[src/logic/ice51_pkg.sv]
package ice51_pkg;

   //////////////////////////////////////////////////
   // serial timing and address map

   localparam int SAMPLE_MAX = 104;   // last count of a bit period
   localparam int CODE_AW    = 10;
   localparam int LOAD_AW    = 9;     // wraps after 512 bytes

   localparam logic [15:0] TX_DATA_ADDR = 16'h0201;   // movx store sends a
   localparam logic [15:0] TX_STAT_ADDR = 16'h0200;   // movx load reads busy

   //////////////////////////////////////////////////
   // sequencer states and opcodes

   typedef enum logic [2:0] {
      ST_FETCH,
      ST_DECODE0,
      ST_DECODE1,
      ST_DECODE2,
      ST_EXECUTE
   } cpu_state_e;

   typedef enum logic [7:0] {
      OP_LJMP   = 8'h02,   // ljmp addr16
      OP_INCA   = 8'h04,
      OP_DECA   = 8'h14,
      OP_ADDAI  = 8'h24,   // add a,#imm
      OP_ORLAI  = 8'h44,
      OP_ANLAI  = 8'h54,
      OP_JZ     = 8'h60,
      OP_XRLAI  = 8'h64,
      OP_JNZ    = 8'h70,
      OP_MOVAI  = 8'h74,   // mov a,#imm
      OP_SJMP   = 8'h80,
      OP_MOVDP  = 8'h90,   // mov dptr,#imm16
      OP_MOVXAD = 8'hE0,   // movx a,@dptr
      OP_CLRA   = 8'hE4,
      OP_MOVXDA = 8'hF0,   // movx @dptr,a
      OP_CPLA   = 8'hF4
   } opcode_e;

   //////////////////////////////////////////////////
   // bundles between units

   typedef struct packed {
      logic               wr;
      logic [CODE_AW-1:0] addr;
      logic [7:0]         data;
   } code_wr_t;

   typedef struct packed {
      opcode_e    op;
      logic [7:0] h_data;   // first operand byte
      logic [7:0] l_data;   // second operand byte
   } instr_t;

   typedef struct packed {
      logic   ex;           // high in execute
      instr_t instr;
   } exec_t;

endpackage

[src/logic/cpu_datapath.sv]
`timescale 1ns/1ps

module cpu_datapath (
   input  logic             i_clk,
   input  logic             i_nrst,
   input  ice51_pkg::exec_t i_exec,
   input  logic             i_tx_busy,
   output logic             o_acc_zero,
   output logic             o_tx_start,
   output logic [7:0]       o_tx_byte
);
   import ice51_pkg::*;

   opcode_e     op;
   logic [7:0]  imm;
   logic [7:0]  acc;
   logic [7:0]  acc_next;
   logic [15:0] dptr;
   logic        at_tx_data;
   logic        at_tx_stat;

   assign op  = i_exec.instr.op;
   assign imm = i_exec.instr.h_data;

   assign at_tx_data = (dptr == TX_DATA_ADDR);
   assign at_tx_stat = (dptr == TX_STAT_ADDR);

   //////////////////////////////////////////////////
   // accumulator alu

   always_comb begin
      acc_next = acc;
      case (op)
         OP_INCA:   acc_next = acc + 8'd1;
         OP_DECA:   acc_next = acc - 8'd1;
         OP_ADDAI:  acc_next = acc + imm;   // no carry kept
         OP_ORLAI:  acc_next = acc | imm;
         OP_ANLAI:  acc_next = acc & imm;
         OP_XRLAI:  acc_next = acc ^ imm;
         OP_MOVAI:  acc_next = imm;
         OP_CLRA:   acc_next = 8'd0;
         OP_CPLA:   acc_next = ~acc;
         OP_MOVXAD: begin
            if (at_tx_stat) acc_next = {7'd0, i_tx_busy};   // busy poll
         end
         default:   acc_next = acc;
      endcase
   end

   always_ff @(posedge i_clk or negedge i_nrst) begin
      if (!i_nrst)
         acc <= 8'd0;
      else if (i_exec.ex)
         acc <= acc_next;
   end

   //////////////////////////////////////////////////
   // dptr and uart store

   always_ff @(posedge i_clk or negedge i_nrst) begin
      if (!i_nrst)
         dptr <= 16'd0;
      else if (i_exec.ex && op == OP_MOVDP)
         dptr <= {i_exec.instr.h_data, i_exec.instr.l_data};   // high byte first
   end

   assign o_acc_zero = (acc == 8'd0);
   assign o_tx_start = i_exec.ex && (op == OP_MOVXDA) && at_tx_data;
   assign o_tx_byte  = acc;

   // a store only comes from execute, and the transmitter is busy right after
   a_tx_start_exec: assert property (@(posedge i_clk) disable iff (!i_nrst)
      o_tx_start |-> i_exec.ex ##1 i_tx_busy);

endmodule

[src/logic/cpu_sequencer.sv]
`timescale 1ns/1ps

module cpu_sequencer (
   input  logic                          i_clk,
   input  logic                          i_nrst,
   input  logic                          i_load_done,
   input  logic [7:0]                    i_code_data,
   input  logic                          i_acc_zero,
   output logic [ice51_pkg::CODE_AW-1:0] o_pc,
   output ice51_pkg::exec_t              o_exec
);
   import ice51_pkg::*;

   cpu_state_e         state;
   cpu_state_e         state_next;
   logic               run;        // loading finished, last write out of the way
   opcode_e            op_q;
   opcode_e            op_now;
   logic [7:0]         h_q;
   logic [7:0]         l_q;
   logic [1:0]         len_now;    // operand bytes still to fetch
   logic [CODE_AW-1:0] pc;
   logic [CODE_AW-1:0] pc_next;
   logic [CODE_AW-1:0] pc_rel;
   logic [CODE_AW-1:0] pc_abs;
   logic               take;

   function automatic logic [1:0] operand_bytes(input opcode_e op);
      case (op)
         OP_LJMP, OP_MOVDP: operand_bytes = 2'd2;
         OP_ADDAI, OP_ORLAI, OP_ANLAI, OP_XRLAI, OP_MOVAI,
         OP_JZ, OP_JNZ, OP_SJMP: operand_bytes = 2'd1;
         default: operand_bytes = 2'd0;   // unknown opcodes act as one-byte nop
      endcase
   endfunction

   //////////////////////////////////////////////////
   // state machine

   assign op_now  = (state == ST_DECODE0) ? opcode_e'(i_code_data) : op_q;
   assign len_now = operand_bytes(op_now);

   always_comb begin
      state_next = state;
      case (state)
         ST_FETCH:   if (run) state_next = ST_DECODE0;
         ST_DECODE0: state_next = (len_now != 2'd0) ? ST_DECODE1 : ST_EXECUTE;
         ST_DECODE1: state_next = (len_now == 2'd2) ? ST_DECODE2 : ST_EXECUTE;
         ST_DECODE2: state_next = ST_EXECUTE;
         ST_EXECUTE: state_next = ST_FETCH;
         default:    state_next = ST_FETCH;
      endcase
   end

   //////////////////////////////////////////////////
   // program counter

   assign take = (op_q == OP_SJMP) ||
                 (op_q == OP_JZ && i_acc_zero) ||
                 (op_q == OP_JNZ && !i_acc_zero);
   assign pc_rel = pc + {{(CODE_AW-8){h_q[7]}}, h_q};   // signed offset from next pc
   assign pc_abs = {h_q[CODE_AW-9:0], l_q};

   always_comb begin
      pc_next = pc;
      case (state)
         ST_FETCH:   if (run) pc_next = pc + 1'b1;
         ST_DECODE0: if (len_now != 2'd0) pc_next = pc + 1'b1;
         ST_DECODE1: if (len_now == 2'd2) pc_next = pc + 1'b1;
         ST_EXECUTE: begin
            if (op_q == OP_LJMP)
               pc_next = pc_abs;
            else if (take)
               pc_next = pc_rel;
         end
         default: pc_next = pc;
      endcase
   end

   always_ff @(posedge i_clk or negedge i_nrst) begin
      if (!i_nrst) begin
         state <= ST_FETCH;
         pc    <= '0;
         run   <= 1'b0;
      end else begin
         state <= state_next;
         pc    <= pc_next;
         if (i_load_done) run <= 1'b1;
      end
   end

   // operand latches, code data lands one cycle after its address
   always_ff @(posedge i_clk) begin
      if (state == ST_DECODE0) op_q <= op_now;
      if (state == ST_DECODE1) h_q <= i_code_data;
      if (state == ST_DECODE2) l_q <= i_code_data;
   end

   assign o_pc   = pc;
   assign o_exec = '{ex: (state == ST_EXECUTE), instr: '{op: op_q, h_data: h_q, l_data: l_q}};

   a_state_legal: assert property (@(posedge i_clk) disable iff (!i_nrst)
      state inside {ST_FETCH, ST_DECODE0, ST_DECODE1, ST_DECODE2, ST_EXECUTE});
   a_exec_then_fetch: assert property (@(posedge i_clk) disable iff (!i_nrst)
      state == ST_EXECUTE |=> state == ST_FETCH);

endmodule

[src/logic/ice51_top.sv]
`timescale 1ns/1ps

module ice51_top (
   input  logic                          i_clk,
   input  logic                          i_nrst,
   input  logic                          i_uart_rx,
   output logic                          o_uart_tx,
   output logic                          o_code_wr,
   output logic [ice51_pkg::CODE_AW-1:0] o_code_addr,
   output logic [7:0]                    o_code_data,
   input  logic [7:0]                    i_code_data
);
   import ice51_pkg::*;

   code_wr_t           load_wr;
   logic               load_done;
   logic [CODE_AW-1:0] pc;
   exec_t              exec;
   logic               acc_zero;
   logic               tx_start;
   logic [7:0]         tx_byte;
   logic               tx_busy;

   //////////////////////////////////////////////////
   // units

   uart_rx_loader u_loader (
      .i_clk       (i_clk),
      .i_nrst      (i_nrst),
      .i_rx        (i_uart_rx),
      .o_load_wr   (load_wr),
      .o_load_done (load_done)
   );

   cpu_sequencer u_seq (
      .i_clk       (i_clk),
      .i_nrst      (i_nrst),
      .i_load_done (load_done),
      .i_code_data (i_code_data),
      .i_acc_zero  (acc_zero),
      .o_pc        (pc),
      .o_exec      (exec)
   );

   cpu_datapath u_dp (
      .i_clk      (i_clk),
      .i_nrst     (i_nrst),
      .i_exec     (exec),
      .i_tx_busy  (tx_busy),
      .o_acc_zero (acc_zero),
      .o_tx_start (tx_start),
      .o_tx_byte  (tx_byte)
   );

   uart_tx u_tx (
      .i_clk   (i_clk),
      .i_nrst  (i_nrst),
      .i_start (tx_start),
      .i_byte  (tx_byte),
      .o_tx    (o_uart_tx),
      .o_busy  (tx_busy)
   );

   //////////////////////////////////////////////////
   // code memory port

   assign o_code_wr   = load_wr.wr;
   assign o_code_data = load_wr.data;
   // last write still owns the address in the cycle load_done rises
   assign o_code_addr = (load_done && !load_wr.wr) ? pc : load_wr.addr;

endmodule

[src/logic/uart_rx_loader.sv]
`timescale 1ns/1ps

module uart_rx_loader (
   input  logic                i_clk,
   input  logic                i_nrst,
   input  logic                i_rx,
   output ice51_pkg::code_wr_t o_load_wr,
   output logic                o_load_done
);
   import ice51_pkg::*;

   typedef enum logic [1:0] {
      RX_IDLE,
      RX_START,
      RX_DATA,
      RX_STOP
   } rx_state_e;

   rx_state_e                       state;
   logic                            rx_q;
   logic [$clog2(SAMPLE_MAX+1)-1:0] cnt;
   logic [7:0]                      shift;
   logic [LOAD_AW-1:0]              load_cnt;
   logic                            done_q;
   logic                            full;
   logic                            half;
   logic                            byte_done;

   assign full      = (cnt == SAMPLE_MAX);
   assign half      = (cnt == SAMPLE_MAX / 2);
   assign byte_done = (state == RX_STOP) && full;   // middle of stop bit

   always_ff @(posedge i_clk or negedge i_nrst) begin
      if (!i_nrst) begin
         rx_q     <= 1'b1;   // line idles high
         state    <= RX_IDLE;
         cnt      <= '0;
         shift    <= '0;
         load_cnt <= '0;
         done_q   <= 1'b0;
      end else begin
         rx_q <= i_rx;

         // sample counter restarts at every decision point
         if (state == RX_IDLE || (state == RX_START && half) || full)
            cnt <= '0;
         else
            cnt <= cnt + 1'b1;

         case (state)
            RX_IDLE: if (!rx_q) state <= RX_START;
            RX_START: if (half) state <= rx_q ? RX_IDLE : RX_DATA;   // glitch back to idle
            RX_DATA: if (full && shift[0]) state <= RX_STOP;        // marker reached bit 0
            RX_STOP: if (full) state <= RX_IDLE;
            default: state <= RX_IDLE;
         endcase

         if (state == RX_IDLE && !rx_q)
            shift <= 8'h80;                       // start marker
         else if (state == RX_DATA && full)
            shift <= {rx_q, shift[7:1]};          // lsb first

         if (byte_done && !done_q) load_cnt <= load_cnt + 1'b1;
         if (o_load_done) done_q <= 1'b1;
      end
   end

   assign o_load_done = done_q | (byte_done && (load_cnt == '1));
   assign o_load_wr   = '{wr: byte_done && !done_q, addr: CODE_AW'(load_cnt), data: shift};

   a_no_wr_after_load: assert property (@(posedge i_clk) disable iff (!i_nrst)
      o_load_done |=> !o_load_wr.wr);

endmodule

[src/logic/uart_tx.sv]
`timescale 1ns/1ps

module uart_tx (
   input  logic       i_clk,
   input  logic       i_nrst,
   input  logic       i_start,
   input  logic [7:0] i_byte,
   output logic       o_tx,
   output logic       o_busy
);
   import ice51_pkg::*;

   typedef enum logic [1:0] {
      TX_IDLE,
      TX_START,
      TX_SEND
   } tx_state_e;

   tx_state_e                       state;
   logic [$clog2(SAMPLE_MAX+1)-1:0] cnt;
   logic [3:0]                      bits;
   logic [7:0]                      shift;
   logic                            tick;
   logic                            last;

   assign tick = (cnt == SAMPLE_MAX);
   assign last = tick && (bits == 4'd9);   // 8 data plus 2 stop periods

   always_ff @(posedge i_clk or negedge i_nrst) begin
      if (!i_nrst) begin
         state <= TX_IDLE;
         cnt   <= '0;
         bits  <= '0;
      end else begin
         cnt  <= (state == TX_IDLE || tick) ? '0 : cnt + 1'b1;
         bits <= (state != TX_SEND || last) ? '0 : bits + {3'd0, tick};
         case (state)
            TX_IDLE:  if (i_start) state <= TX_START;   // stores while busy are dropped
            TX_START: if (tick) state <= TX_SEND;
            TX_SEND:  if (last) state <= TX_IDLE;
            default:  state <= TX_IDLE;
         endcase
      end
   end

   // msb first, ones shifted in become the stop level
   always_ff @(posedge i_clk) begin
      if (state == TX_IDLE && i_start)
         shift <= i_byte;
      else if (state == TX_SEND && tick)
         shift <= {shift[6:0], 1'b1};
   end

   always_comb begin
      case (state)
         TX_START: o_tx = 1'b0;
         TX_SEND:  o_tx = shift[7];
         default:  o_tx = 1'b1;
      endcase
   end

   assign o_busy = (state != TX_IDLE);

   a_idle_high: assert property (@(posedge i_clk) disable iff (!i_nrst)
      state == TX_IDLE |-> o_tx);

endmodule

[config.mk]
export PLATFORM = sky130hd
export DESIGN_NAME = ice51_top
export DESIGN_NICKNAME = d
export VERILOG_FILES = /design/src/logic/ice51_pkg.sv /design/src/logic/cpu_datapath.sv /design/src/logic/cpu_sequencer.sv /design/src/logic/ice51_top.sv /design/src/logic/uart_rx_loader.sv /design/src/logic/uart_tx.sv
export SDC_FILE = /design/constraint.sdc
export NUM_CORES = 1
export LEC_CHECK = 0
export ABC_AREA = 1
export BUFFER_PORTS_ARGS = -buffer_cell sky130_fd_sc_hd__buf_2
export CAP_MARGIN = 20
export CORE_ASPECT_RATIO = 1.75
export CORE_MARGIN = 3
export CORE_UTILIZATION = 55
export CTS_CLUSTER_DIAMETER = 80
export DETAILED_ROUTE_END_ITERATION = 8
export GPL_ROUTABILITY_DRIVEN = 1
export GPL_TIMING_DRIVEN = 0
export PLACE_DENSITY_LB_ADDON = 0.15
export RECOVER_POWER = 100
export SKIP_CTS_REPAIR_TIMING = 1
export SYNTH_ARGS = -nofsm -noshare
export SYNTH_HDL_FRONTEND = slang
export SYNTH_SLANG_ARGS = --single-unit
[constraint.sdc]
create_clock -name i_clk -period 4.69 [get_ports i_clk]
set_clock_uncertainty 0.1 [all_clocks]
set_input_delay 0.7035 -clock i_clk [delete_from_list [all_inputs] [get_ports i_clk]]
set_output_delay 0.7035 -clock i_clk [all_outputs]
set_load 0.05 [all_outputs]
==> summary.txt <==
Status
  • Status: finished, final reports clean

Yosys
  • Synth Area in XOR/XNOR: 0.0305
  • Ys async rst share: 0.709
  • Largest family of logic cells by synthesized area: simple AND/OR/NAND/NOR gates
  • Compound-Gate Fraction of Synth Area: 0.103
  • Synth unique cells: 46
  • Top-count cell post-synth: nand2_1
  • Largest area contributor in the netlist: dfrtp_1
  • Synth area leaders: dfrtp_1 (28%), edfxtp_1 (14%), nand2_1 (12%)
  • Yosys Warn Count: 0
  • Adder-cell area share of the yosys netlist: 0.0803
  • Post-synth top cells: nand2_1 (220), inv_1 (105), dfrtp_1 (77)
  • Register bit total from synthesis: 110
  • Synthesized netlist cell count: 864
  • Proportion of netlist area held by the largest area contributor: 0.280
  • Post-synthesis mux area share: 0.00654
  • Post-synthesis sequential area ratio: 0.423
  • Synth Area in Simple Gates: 0.272
  • EDFF count, synth: 32
  • Syn nets: 918
  • Synth Cell Area: 6880 sq um
  • Syn Area/Cell: 7.97 sq um
  • Post-synth top flop: dfrtp_1

STA
  • Final setup fails: 0
  • Min Tclk post-route: 3.14 ns
  • RSZ-0062 raised after global routing: no
  • Max-slew headroom: 0.0929
  • Worst slew pin tran: 1.36 ns
  • Fmax: 318 MHz
  • Final period util: 0.669
  • Max-slew violation count: 0
  • Setup TNS: 0 ns
  • Final hold violations: 0

Pwr
  • Power per cell area: 259 nW/um^2
  • LEAKAGE: 0.00358 uW
  • Total chip power: 1930 uW
  • VDD IR max: 0.180 mV

Worst hold path
  • Hold_sp: i_uart_rx
  • Hold WC Path Type: input pin to register

Floorplanning
  • Row cnt: 53
  • Die Area: 13900 sq um
  • Die Width: 90.6 um
  • Ports: 31
  • Placeable Area: 12100 sq um
  • Die height: 154 um
  • Starting Density: 0.567

Drt
  • Vias: 5868
  • Post-DRT Antenna Nets: 0
  • WL/cell: 15.5 um
  • TritonRoute pass-1 iters: 5
  • WL final: 16.7 mm
  • Initial DRC count: 268
  • DR vias/cell: 5.45
  • DRC Markers: 0

Clocking
  • Clock transition at the registers of the reported paths: 0.07 ns
  • Htree depth: 3
  • Clk_lat worst skew: 0.34 ns
  • Largest buffer count on any clock path: 2
  • Clock tree sinks: 110
  • CTS tree: built
  • CTS root buffer: clkbuf_16
  • CTS buffer count: 9

GRT
  • Vias in the first global route: 5781
  • First-pass GRT wire length: 27.8 mm
  • Global-route usage over all layers: 0.247
  • Largest net degree at the start of global routing: 58
  • Initial antenna violation count: 0
  • Global route overflow: 0

Critical path
  • CP startpoint: u_loader.cnt[4]$_DFF_PN0_
  • Critical-path top delay cell: clkbuf_1
  • Critical Path Max Stage Delay: 0.52 ns
  • Crit. End Element: output pin
  • Critical Path AT: 2.34 ns
  • WP data required: 3.89 ns
  • Critical path, cell by cell: nand3b_1 -> nand3b_1 -> nor2_1 -> inv_1 -> nor2_1 -> clkbuf_1
  • Nature of the critical path startpoint: register
  • Setup Crit Path Kind: register to output pin
  • Worst Path Max Fanout: 9
  • Worst r2r src: u_seq.state[0]$_DFFE_PN0P_

Placement
  • GPL Wtd Cong: 0.917
  • Port bufs: 30
  • Hpwl dp: 13.0 mm

Job
  • Max-Cap Viols: 0

Cells and area
  • Area growth, synth to finish: 8.20%
  • ANT cells: 0
  • Final #Nets: 961
  • Layout cells sized above 1: 0.0669
==> power by group <==
group          internal [uW]  total [uW]  leakage (uW)  switching (uW)
clock                    398         749      0.000142             350
sequential              1020        1050       0.00131            30.6
combinational           46.9         135       0.00213            87.9
==> critical path: cells and delay by family, from the launching register on <==
| kind | cells | cell delay (ns) |
|---|---|---|
| and+or+nand+nor | 4 | 0.98 |
| buffers and inverters | 2 | 0.60 |
| DFF | 1 | 0.41 |
==> logic make-up after synthesis <==
group / count (synthesis)
mux: 4
simple gates: 422
xor+xnor: 24
compound gates: 124
flops: 110
fa+ha+maj: 43
buf+inv: 137
==> final timing paths <==
path | cells after the start | to | slack (ns)
max | 6 | o_code_wr | 1.55
min | 1 | u_loader.rx_q$_DFF_PN1_ | 0.36
max reg2reg | 9 | u_tx.shift[5]$_DFFE_PP_ | 1.64
min reg2reg | 1 | u_loader.load_cnt[5]$_DFFE_PN0P_ | 0.38
max in group asynchronous | 2 | u_loader.rx_q$_DFF_PN1_ | 3.00
min in group asynchronous | 1 | u_loader.cnt[5]$_DFF_PN0_ | 0.55
==> area by class of cell <==
cell class                      instances  area (sq um)
Tap cell                              165           206
Fill cell                            1123          4690
Clock buffer                           11           254
Multi-Input combinational cell        617          3330
Clock inverter                          5          38.8
Timing Repair Buffer                   32           145
Inverter                              115           432
Buffer                                 22           128
Sequential cell                       110          2910
==> metal layers <==
layer / up-vias / share of wire / global-route usage
met5: - / 0 / 0
met4: 0 / 0.045 / 0.111
met3: 43 / 0.027 / 0.0250
met2: 116 / 0.53 / 0.455
met1: 2784 / 0.39 / 0.287
li1: 2925 / - / -
==> registers in the layout, indices dropped and copies added (netlist names), 4 cells and up, named ones only <==
name               flops
u_dp.dptr             16
u_dp.o_tx_byte         8
u_loader.cnt           7
u_loader.load_cnt      9
u_loader.shift         8
u_seq.h_q              8
u_seq.l_q              8
u_seq.o_pc            10
u_seq.op_q             8
u_tx.bits              4
u_tx.cnt               7
u_tx.shift             8
==> stage by stage <==
step	instances	utilization	setup WS, ns	hold WS [ns]	instance area [sq um]
floorplan	864	-	2.09	0.308	6880
global placement	1059	0.597	1.76	0.358	7240
detailed placement	1061	0.600	1.68	0.366	7280
CTS	1077	0.624	1.67	0.159	7570
global route	1077	0.614	1.23	0.347	7450
finish	1077	0.614	1.55	0.358	7450
==> cell usage in the layout (no fill, tap or decap), drive strengths merged <==
cell	n
nand2	226
inv	118
nor2	82
dfrtp	77
o21ai	72
nand3	57
clkbuf	50
ha	41
edfxtp	32
a21oi	28
nand4	21
xor2	17
buf	15
nor3	14
nand3b	7
xnor2	7
or2	7
nor4	5
mux2	4
o22ai	4
o211ai	4
nor3b	3
o211a	3
o31ai	2
o2111ai	2
a221oi	2
o21bai	2
fa	2
o41ai	1
a211oi	1
o221ai	1
a21o	1
a21boi	1
clkinv	1
clkinvlp	1
dfstp	1
No activity file was read; power rests on OpenSTA's default activity.
